## config.mk

```make
export PLATFORM = sky130hd
export DESIGN_NAME = periph_bus_top
export DESIGN_NICKNAME = d
export VERILOG_FILES = /design/src/hw/periph_pkg.sv /design/src/hw/byte_reg_bank.sv /design/src/hw/gpio_ctrl.sv /design/src/hw/interval_timer.sv /design/src/hw/out_pin_mux.sv /design/src/hw/periph_addr_decode.sv /design/src/hw/periph_bus_top.sv /design/src/hw/read_data_hold.sv
export SDC_FILE = /design/constraint.sdc
export NUM_CORES = 1
export LEC_CHECK = 0
export BUFFER_PORTS_ARGS = -buffer_cell sky130_fd_sc_hd__buf_2
export CAP_MARGIN = 20
export CORE_MARGIN = 2
export CORE_UTILIZATION = 45
export DETAILED_ROUTE_END_ITERATION = 10
export SLEW_MARGIN = 20
export SYNTH_ARGS = -nofsm -noshare
export SYNTH_HDL_FRONTEND = slang
export SYNTH_HIERARCHICAL = 1
export SYNTH_SLANG_ARGS = --single-unit
```

## constraint.sdc

```tcl
create_clock -name clk -period 5.6 [get_ports clk]
set_input_delay 1.4 -clock clk [delete_from_list [all_inputs] [get_ports clk]]
set_output_delay 1.4 -clock clk [all_outputs]
set_load 0.02 [all_outputs]
```

## src/hw/periph_pkg.sv

```systemverilog
/*
 * Peripheral bus definitions
 * Address map, slot numbering, access-size codes and the request,
 * response and pin function-select types shared by the bus wrapper
 */
package periph_pkg;

    localparam int addr_w           = 11;
    localparam int num_user_slots   = 16;
    localparam int num_simple_slots = 16;

    // Populated slots
    localparam int slot_gpio      = 1;
    localparam int slot_timer     = 2;
    localparam int slot_byte_bank = 0;

    // Region codes in the top address bits
    localparam logic       user_region   = 1'b0;
    localparam logic [1:0] simple_region = 2'b10;

    // Pins below this index select the timer after reset
    localparam int func_sel_default_pins = 2;

    // Active low access size, as driven by the core
    typedef enum logic [1:0] {
        access_byte = 2'b00,
        access_half = 2'b01,
        access_word = 2'b10,
        access_none = 2'b11
    } access_t;

    // Word interface view, 64 bytes per slot
    typedef struct packed {
        logic              region;
        logic [3:0]        slot;
        logic [addr_w-6:0] offset;
    } user_addr_t;

    // Byte interface view, 16 bytes per slot
    typedef struct packed {
        logic [1:0] region;
        logic       unused;
        logic [3:0] slot;
        logic [3:0] offset;
    } simple_addr_t;

    typedef union packed {
        user_addr_t   user;
        simple_addr_t simple;
    } periph_addr_u;

    typedef struct packed {
        access_t     write_n;
        access_t     read_n;
        logic [5:0]  offset;
        logic [31:0] data;
    } periph_req_t;

    typedef struct packed {
        logic [31:0] data;
        logic        ready;
    } periph_rsp_t;

    typedef struct packed {
        logic       simple;
        logic [3:0] slot;
    } func_sel_t;

endpackage

```

## src/hw/byte_reg_bank.sv

```systemverilog
/*
 * Byte register bank
 * Sixteen read/write byte registers; register 0 drives the pins
 */
module byte_reg_bank (
    input  logic       clk,
    input  logic       rst_n,
    input  logic       i_write,
    input  logic [3:0] i_offset,
    input  logic [7:0] i_data,
    output logic [7:0] o_data,
    output logic [7:0] o_pins
);

    logic [7:0] regs_q [16];

    always_ff @(posedge clk) begin
        if (!rst_n) begin
            for (int r = 0; r < 16; r++) begin
                regs_q[r] <= '0;
            end
        end else if (i_write) begin
            regs_q[i_offset] <= i_data;
        end
    end

    assign o_data = regs_q[i_offset];
    assign o_pins = regs_q[0];

endmodule

```

## src/hw/gpio_ctrl.sv

```systemverilog
/*
 * GPIO controller
 * Output register, input pin readback and one function-select
 * register per output pin
 */
module gpio_ctrl #(
    parameter int num_pins = 8
) (
    input  logic                    clk,
    input  logic                    rst_n,
    input  logic                    i_sel,
    input  periph_pkg::periph_req_t i_req,
    input  logic [num_pins-1:0]     i_ui_in,
    output periph_pkg::periph_rsp_t o_rsp,
    output logic [num_pins-1:0]     o_pins,
    output periph_pkg::func_sel_t   o_func_sel [num_pins]
);
    import periph_pkg::*;

    localparam logic [5:0] off_out = 6'h00;
    localparam logic [5:0] off_in  = 6'h04;

    localparam func_sel_t sel_timer = '{simple: 1'b0, slot: 4'(slot_timer)};
    localparam func_sel_t sel_gpio  = '{simple: 1'b0, slot: 4'(slot_gpio)};

    logic                wr_en;
    logic                fsel_hit;
    logic [2:0]          fsel_idx;
    logic [31:0]         rd_data;
    logic [num_pins-1:0] gpio_out_q;
    func_sel_t           func_sel_q [num_pins];

    assign wr_en = i_sel && (i_req.write_n != access_none);

    // Function selects are word registers from 0x20 upwards
    assign fsel_hit = i_req.offset[5] && (i_req.offset[1:0] == 2'b00);
    assign fsel_idx = i_req.offset[4:2];

    always_ff @(posedge clk) begin
        if (!rst_n) begin
            gpio_out_q <= '0;
            for (int p = 0; p < num_pins; p++) begin
                func_sel_q[p] <= (p < func_sel_default_pins) ? sel_timer : sel_gpio;
            end
        end else if (wr_en) begin
            if (i_req.offset == off_out) begin
                gpio_out_q <= i_req.data[num_pins-1:0];
            end
            for (int p = 0; p < num_pins; p++) begin
                if (fsel_hit && fsel_idx == 3'(p)) begin
                    func_sel_q[p] <= func_sel_t'(i_req.data[4:0]);
                end
            end
        end
    end

    always_comb begin
        rd_data = '0;
        if (i_req.offset == off_out) begin
            rd_data = 32'(gpio_out_q);
        end else if (i_req.offset == off_in) begin
            rd_data = 32'(i_ui_in);
        end else if (fsel_hit) begin
            rd_data = 32'(func_sel_q[fsel_idx]);
        end
    end

    assign o_rsp.data  = (i_req.read_n != access_none) ? rd_data : '0;
    assign o_rsp.ready = 1'b1;
    assign o_pins      = gpio_out_q;
    assign o_func_sel  = func_sel_q;

endmodule

```

## src/hw/interval_timer.sv

```systemverilog
/*
 * Interval timer
 * Free-running up-counter that wraps on a compare match, raising an
 * interrupt flag and toggling output pin 0
 */
module interval_timer (
    input  logic                    clk,
    input  logic                    rst_n,
    input  periph_pkg::periph_req_t i_req,
    output periph_pkg::periph_rsp_t o_rsp,
    output logic [7:0]              o_pins,
    output logic                    o_irq
);
    import periph_pkg::*;

    localparam logic [5:0] off_ctrl    = 6'h0;
    localparam logic [5:0] off_compare = 6'h4;
    localparam logic [5:0] off_count   = 6'h8;
    localparam logic [5:0] off_status  = 6'hc;

    logic        wr_en;
    logic        enable_q;
    logic        irq_q;
    logic        toggle_q;
    logic [31:0] compare_q;
    logic [31:0] count_q;
    logic [31:0] rd_data;

    // Narrow writes only replace the low byte lanes
    function automatic logic [31:0] merge_lanes(input logic [31:0] old_val,
                                                input logic [31:0] wdata,
                                                input access_t     size);
        case (size)
            access_byte: merge_lanes = {old_val[31:8], wdata[7:0]};
            access_half: merge_lanes = {old_val[31:16], wdata[15:0]};
            default:     merge_lanes = wdata;
        endcase
    endfunction

    assign wr_en = (i_req.write_n != access_none);

    always_ff @(posedge clk) begin
        if (wr_en && i_req.offset == off_compare) begin
            compare_q <= merge_lanes(compare_q, i_req.data, i_req.write_n);
        end
    end

    always_ff @(posedge clk) begin
        if (!rst_n) begin
            enable_q <= 1'b0;
            irq_q    <= 1'b0;
            toggle_q <= 1'b0;
            count_q  <= '0;
        end else begin
            if (wr_en && i_req.offset == off_ctrl) begin
                enable_q <= i_req.data[0];
            end
            if (wr_en && i_req.offset == off_status) begin
                irq_q <= 1'b0;
            end
            // A match in the same cycle as a clear keeps the flag set
            if (enable_q) begin
                if (count_q == compare_q) begin
                    count_q  <= '0;
                    irq_q    <= 1'b1;
                    toggle_q <= ~toggle_q;
                end else begin
                    count_q <= count_q + 32'd1;
                end
            end
        end
    end

    always_comb begin
        case (i_req.offset)
            off_ctrl:    rd_data = {31'h0, enable_q};
            off_compare: rd_data = compare_q;
            off_count:   rd_data = count_q;
            off_status:  rd_data = {31'h0, irq_q};
            default:     rd_data = '0;
        endcase
    end

    assign o_rsp.data  = (i_req.read_n != access_none) ? rd_data : '0;
    assign o_rsp.ready = 1'b1;
    assign o_pins      = {6'h0, irq_q, toggle_q};
    assign o_irq       = irq_q;

endmodule

```

## src/hw/out_pin_mux.sv

```systemverilog
/*
 * Output pin multiplexer
 * Each pin takes its bit from the peripheral named by its function select
 */
module out_pin_mux #(
    parameter int num_pins = 8
) (
    input  periph_pkg::func_sel_t i_func_sel [num_pins],
    input  logic [num_pins-1:0]   i_gpio_pins,
    input  logic [num_pins-1:0]   i_timer_pins,
    input  logic [num_pins-1:0]   i_byte_bank_pins,
    output logic [num_pins-1:0]   o_uo_out
);
    import periph_pkg::*;

    always_comb begin
        for (int p = 0; p < num_pins; p++) begin
            // Unpopulated sources drive zero
            o_uo_out[p] = 1'b0;
            if (i_func_sel[p].simple) begin
                if (i_func_sel[p].slot == 4'(slot_byte_bank)) begin
                    o_uo_out[p] = i_byte_bank_pins[p];
                end
            end else begin
                case (i_func_sel[p].slot)
                    4'(slot_gpio):  o_uo_out[p] = i_gpio_pins[p];
                    4'(slot_timer): o_uo_out[p] = i_timer_pins[p];
                    default:        o_uo_out[p] = 1'b0;
                endcase
            end
        end
    end

endmodule

```

## src/hw/periph_addr_decode.sv

```systemverilog
/*
 * Peripheral address decoder
 * Forms one-hot user and simple slot selects and returns the
 * response of the addressed slot
 */
module periph_addr_decode (
    input  periph_pkg::periph_addr_u                   i_addr,
    input  periph_pkg::periph_rsp_t                    i_gpio_rsp,
    input  periph_pkg::periph_rsp_t                    i_timer_rsp,
    input  logic [7:0]                                 i_byte_bank_data,
    output logic [periph_pkg::num_user_slots-1:0]      o_user_sel,
    output logic [periph_pkg::num_simple_slots-1:0]    o_simple_sel,
    output periph_pkg::periph_rsp_t                    o_rsp
);
    import periph_pkg::*;

    always_comb begin
        o_user_sel   = '0;
        o_simple_sel = '0;
        // Empty slots and unmapped regions read zero and are ready
        o_rsp.data   = '0;
        o_rsp.ready  = 1'b1;

        if (i_addr.simple.region == simple_region) begin
            o_simple_sel[i_addr.simple.slot] = 1'b1;
            if (i_addr.simple.slot == 4'(slot_byte_bank)) begin
                o_rsp.data = {24'h0, i_byte_bank_data};
            end
        end else if (i_addr.user.region == user_region) begin
            o_user_sel[i_addr.user.slot] = 1'b1;
            case (i_addr.user.slot)
                4'(slot_gpio):  o_rsp = i_gpio_rsp;
                4'(slot_timer): o_rsp = i_timer_rsp;
                default:        ;
            endcase
        end
    end

endmodule

```

## src/hw/periph_bus_top.sv

```systemverilog
/*
 * Peripheral bus wrapper
 * Decodes core accesses into user and simple slots, registers read data,
 * and routes the output pins through the GPIO function selects
 */
module periph_bus_top #(
    parameter int num_pins = 8
) (
    input  logic                     clk,
    input  logic                     rst_n,
    input  logic [num_pins-1:0]      i_ui_in,
    output logic [num_pins-1:0]      o_uo_out,
    input  periph_pkg::periph_addr_u i_addr,
    input  logic [31:0]              i_data_in,
    input  periph_pkg::access_t      i_data_write_n,
    input  periph_pkg::access_t      i_data_read_n,
    input  logic                     i_data_read_complete,
    output logic [31:0]              o_data_out,
    output logic                     o_data_ready,
    output logic                     o_timer_irq
);
    import periph_pkg::*;

    logic [num_user_slots-1:0]   user_sel;
    logic [num_simple_slots-1:0] simple_sel;
    logic                        read_mask;
    access_t                     read_n_peri;

    periph_req_t gpio_req;
    periph_req_t timer_req;
    periph_rsp_t gpio_rsp;
    periph_rsp_t timer_rsp;
    periph_rsp_t sel_rsp;

    func_sel_t func_sel [num_pins];

    logic [num_pins-1:0] gpio_pins;
    logic [7:0]          timer_pins;
    logic [7:0]          byte_bank_pins;
    logic [7:0]          byte_bank_data;
    logic                byte_bank_write;

    // No second read reaches a peripheral while the result is still held
    assign read_n_peri = read_mask ? access_none : i_data_read_n;

    assign gpio_req.write_n  = user_sel[slot_gpio] ? i_data_write_n : access_none;
    assign gpio_req.read_n   = user_sel[slot_gpio] ? read_n_peri : access_none;
    assign gpio_req.offset   = i_addr.user.offset;
    assign gpio_req.data     = i_data_in;

    assign timer_req.write_n = user_sel[slot_timer] ? i_data_write_n : access_none;
    assign timer_req.read_n  = user_sel[slot_timer] ? read_n_peri : access_none;
    assign timer_req.offset  = i_addr.user.offset;
    assign timer_req.data    = i_data_in;

    assign byte_bank_write = (i_data_write_n != access_none) && simple_sel[slot_byte_bank];

    periph_addr_decode u_decode (
        .i_addr           (i_addr),
        .i_gpio_rsp       (gpio_rsp),
        .i_timer_rsp      (timer_rsp),
        .i_byte_bank_data (byte_bank_data),
        .o_user_sel       (user_sel),
        .o_simple_sel     (simple_sel),
        .o_rsp            (sel_rsp)
    );

    read_data_hold u_read_hold (
        .clk                  (clk),
        .rst_n                (rst_n),
        .i_data_read_n        (i_data_read_n),
        .i_data_write_n       (i_data_write_n),
        .i_rsp                (sel_rsp),
        .i_data_read_complete (i_data_read_complete),
        .o_data_out           (o_data_out),
        .o_data_ready         (o_data_ready),
        .o_read_mask          (read_mask)
    );

    gpio_ctrl #(.num_pins(num_pins)) u_gpio (
        .clk        (clk),
        .rst_n      (rst_n),
        .i_sel      (user_sel[slot_gpio]),
        .i_req      (gpio_req),
        .i_ui_in    (i_ui_in),
        .o_rsp      (gpio_rsp),
        .o_pins     (gpio_pins),
        .o_func_sel (func_sel)
    );

    out_pin_mux #(.num_pins(num_pins)) u_pin_mux (
        .i_func_sel       (func_sel),
        .i_gpio_pins      (gpio_pins),
        .i_timer_pins     (timer_pins),
        .i_byte_bank_pins (byte_bank_pins),
        .o_uo_out         (o_uo_out)
    );

    interval_timer u_timer (
        .clk    (clk),
        .rst_n  (rst_n),
        .i_req  (timer_req),
        .o_rsp  (timer_rsp),
        .o_pins (timer_pins),
        .o_irq  (o_timer_irq)
    );

    byte_reg_bank u_byte_bank (
        .clk      (clk),
        .rst_n    (rst_n),
        .i_write  (byte_bank_write),
        .i_offset (i_addr.simple.offset),
        .i_data   (i_data_in[7:0]),
        .o_data   (byte_bank_data),
        .o_pins   (byte_bank_pins)
    );

endmodule

```

## src/hw/read_data_hold.sv

```systemverilog
/*
 * Read data register
 * Captures the selected slot's read data and keeps it stable until
 * the core signals read complete
 */
module read_data_hold (
    input  logic                    clk,
    input  logic                    rst_n,
    input  periph_pkg::access_t     i_data_read_n,
    input  periph_pkg::access_t     i_data_write_n,
    input  periph_pkg::periph_rsp_t i_rsp,
    input  logic                    i_data_read_complete,
    output logic [31:0]             o_data_out,
    output logic                    o_data_ready,
    output logic                    o_read_mask
);
    import periph_pkg::*;

    logic        read_req;
    logic        capture;
    logic        hold_q;
    logic        ready_q;
    logic [31:0] data_q;

    assign read_req = (i_data_read_n != access_none);
    assign capture  = read_req && i_rsp.ready && !hold_q;

    always_ff @(posedge clk) begin
        if (!rst_n) begin
            hold_q  <= 1'b0;
            ready_q <= 1'b0;
        end else begin
            if (i_data_read_complete) begin
                hold_q <= 1'b0;
            end
            if (capture) begin
                hold_q <= 1'b1;
            end
            ready_q <= read_req && i_rsp.ready;
        end
    end

    always_ff @(posedge clk) begin
        if (capture) begin
            data_q <= i_rsp.data;
        end
    end

    assign o_data_out   = data_q;
    // Writes complete in the cycle they are issued
    assign o_data_ready = ready_q || (i_data_write_n != access_none);
    assign o_read_mask  = hold_q;

endmodule

```

==> results.yml <==
global_route:
  grt.total_usage_pct: 21.77
  grt_max_degree: 63
  grt_first_pass_wirelength_um: 54580
  antenna_found_initial: 0
  grt_pass1_vias: 8954
  grt.overflow.total: 0
synthesis:
  synth.avg_cell_area_um2: 11.87
  ys_warn_count: 6
  syn_area_um2: 13880
  netlist_instances: 1170
place:
  port_buffers: 99
  dp_hpwl_um: 23960
  gp_congestion: 0.8446
  place_area_um2: 14570
clock_tree:
  cts_root_buf: "clkbuf_16"
  cts.sinks: 277
  cts_tree: "built"
  path_clk_slew_ns: 0.06
  cts_hold_buf: 0
  cts.htree.levels: 1
  ctsLongestPathBuffers: 3
  cts_buffers: 30
  clk_latency_ns: 0.57
  cts_setup_buffers: 0
  cts_resized: 0
timing:
  rsz0062_at_grt: "false"
  hold_viol: 0
  drv_slew: 0
  min_period_ns: 4.189
  hold_ws_ns: 0.4782
  finalCritPeriodShare_pct: 74.80
  worstMarginPinSlew_ns: 1.054
  slew_headroom_pct: 29.74
  fmax_mhz: 238.7
  setup-violations-final: 0
  fin_skew_ns: 0.02195
  finalSetupTns_ns: 0
floorplanning:
  die_y_um: 179.6
  die_area_um2: 32270
  die_x_um: 179.6
  io_pins: 100
  initial_utilization_pct: 45.50
  coreArea_um2: 30510
  num_rows: 64
layout:
  fin_nets: 1309
  final_layout_size_suffix_gt1_share_pct: 17.75
  stdcell_area_um2: 15450
  area_growth_pct: 11.30
route:
  vias: 9350
  dr.first_iter.drc_count: 760
  post-route-drc-count: 0
  firstDrtPassIters: 5
  avgRoutedWirePerCell_um: 21.32
  wl_um: 35610
  drtAntennaViolNets: 0
  drt-vias-per-instance: 5.599
setup_path:
  crit_path_max_incr_delay_ns: 0.61
  cp.buffers_inverters: 2
  path_delay_family: "simple AND/OR/NAND/NOR gates"
  path_max_fanout: 30
  crit_path_start_kind: "input port"
  crit_type: "in -> reg"
  required_ns: 6.02
  end_kind: "register"
  cp_slowest_cell: "or3_1"
  cp.arrival_ns: 4.60
  crit_chain: "buf_2 > or3_1 > nor2_4 > buf_4 > or3b_1 > a211o_1 > nor4_1 > nand2_1 > a31oi_1 > a22oi_1 > o2bb2ai_1"
job:
  cap_viol_max_count: 0
hold_path:
  hp-class: "reg -> reg"
pwr:
  p_leak_nw: 5.611
  p_per_area_nw_per_um2: 283.2
  peakVddDrop_mv: 0.2679
  totalPowerFinal_mw: 4.375
outcome:
  status: "complete, no violations"
[cell type report]
cell class / instances / area (um2)
antenna: 1 / 2.502
sequential: 277 / 7467
fill: 2736 / 15060
inverter: 7 / 26.28
clock buffer: 43 / 819.5
clock inverter: 12 / 61.31
multi-input combinational: 810 / 5896
timing repair buffer: 124 / 683.2
tap: 396 / 495.5
[metal layers]
| metal | vias up | GRT usage (%) | part of all wire (%) |
|---|---|---|---|
| li1 | 4434 | - | - |
| met1 | 4548 | 29.49 | 44 |
| met2 | 303 | 36.06 | 47 |
| met3 | 65 | 3.505 | 5.7 |
| met4 | 0 | 6.634 | 3.0 |
| met5 | - | 0 | 0 |
[metrics by stage]
| step | setup slack, ns | util [%] | std cells |
|---|---|---|---|
| floorplan | 1.507 | - | 1198 |
| global placement | 1.007 | 47.75 | 1614 |
| detailed placement | 0.8933 | 47.75 | 1614 |
| CTS | 1.487 | 50.64 | 1669 |
| global route | 1.190 | 50.64 | 1669 |
| finish | 1.411 | 50.64 | 1670 |
[power by group]
group,switching [mW],internal [mW]
clock network,0.788,1.01
registers,0.0242,2.25
logic,0.201,0.100
[worst register-to-register path, cell delays in order, from the launching register on]
cell	delay [ns]
dfxtp_1	0.39
or3b_1	0.44
a211o_1	0.35
nor4_1	0.59
nand2_1	0.11
a31oi_1	0.23
a22oi_1	0.11
o2bb2ai_1	0.17
[state kept, by name (all words and copies together) (netlist names)]
register,cells
u_byte_bank/regs_q,128
u_gpio/o_func_sel,40
u_read_hold/o_data_out,32
u_timer/compare_q,32
u_timer/count_q,32
u_gpio/o_pins,8
u_read_hold/o_read_mask,1
u_read_hold/ready_q,1
u_timer/enable_q,1
u_timer/o_irq,1
u_timer/toggle_q,1
[placed cells by master, fill, tap and decap left out, types with 9 or more instances in the layout]
master,count
xnor2_1,10
nand3_1,42
buf_2,99
nor4bb_1,9
mux2i_1,37
a22oi_1,55
clkbuf_16,30
conb_1,32
nand2b_1,11
a21oi_1,9
o21ai_0,36
o21ai_1,9
dfxtp_1,85
nor4_1,10
nand2_1,62
nor2_1,95
and2_1,133
buf_4,25
clkbuf_1,11
nor2b_1,18
edfxtp_1,192
xor2_1,50
nand4_1,14
a22o_1,24
mux4_2,35
[final timing paths]
path                           startpoint                        end  slack, ns  cells past startpoint
hold / removal      u_gpio/o_func_sel[32]      u_gpio/o_func_sel[32]       0.48                      2
setup / recovery               i_addr[10]  u_read_hold/o_data_out[0]       1.41                     11
hold reg to reg     u_gpio/o_func_sel[32]      u_gpio/o_func_sel[32]       0.48                      2
setup reg to reg  u_read_hold/o_read_mask  u_read_hold/o_data_out[0]       3.07                      7
Power figures use the tool's default switching activity.
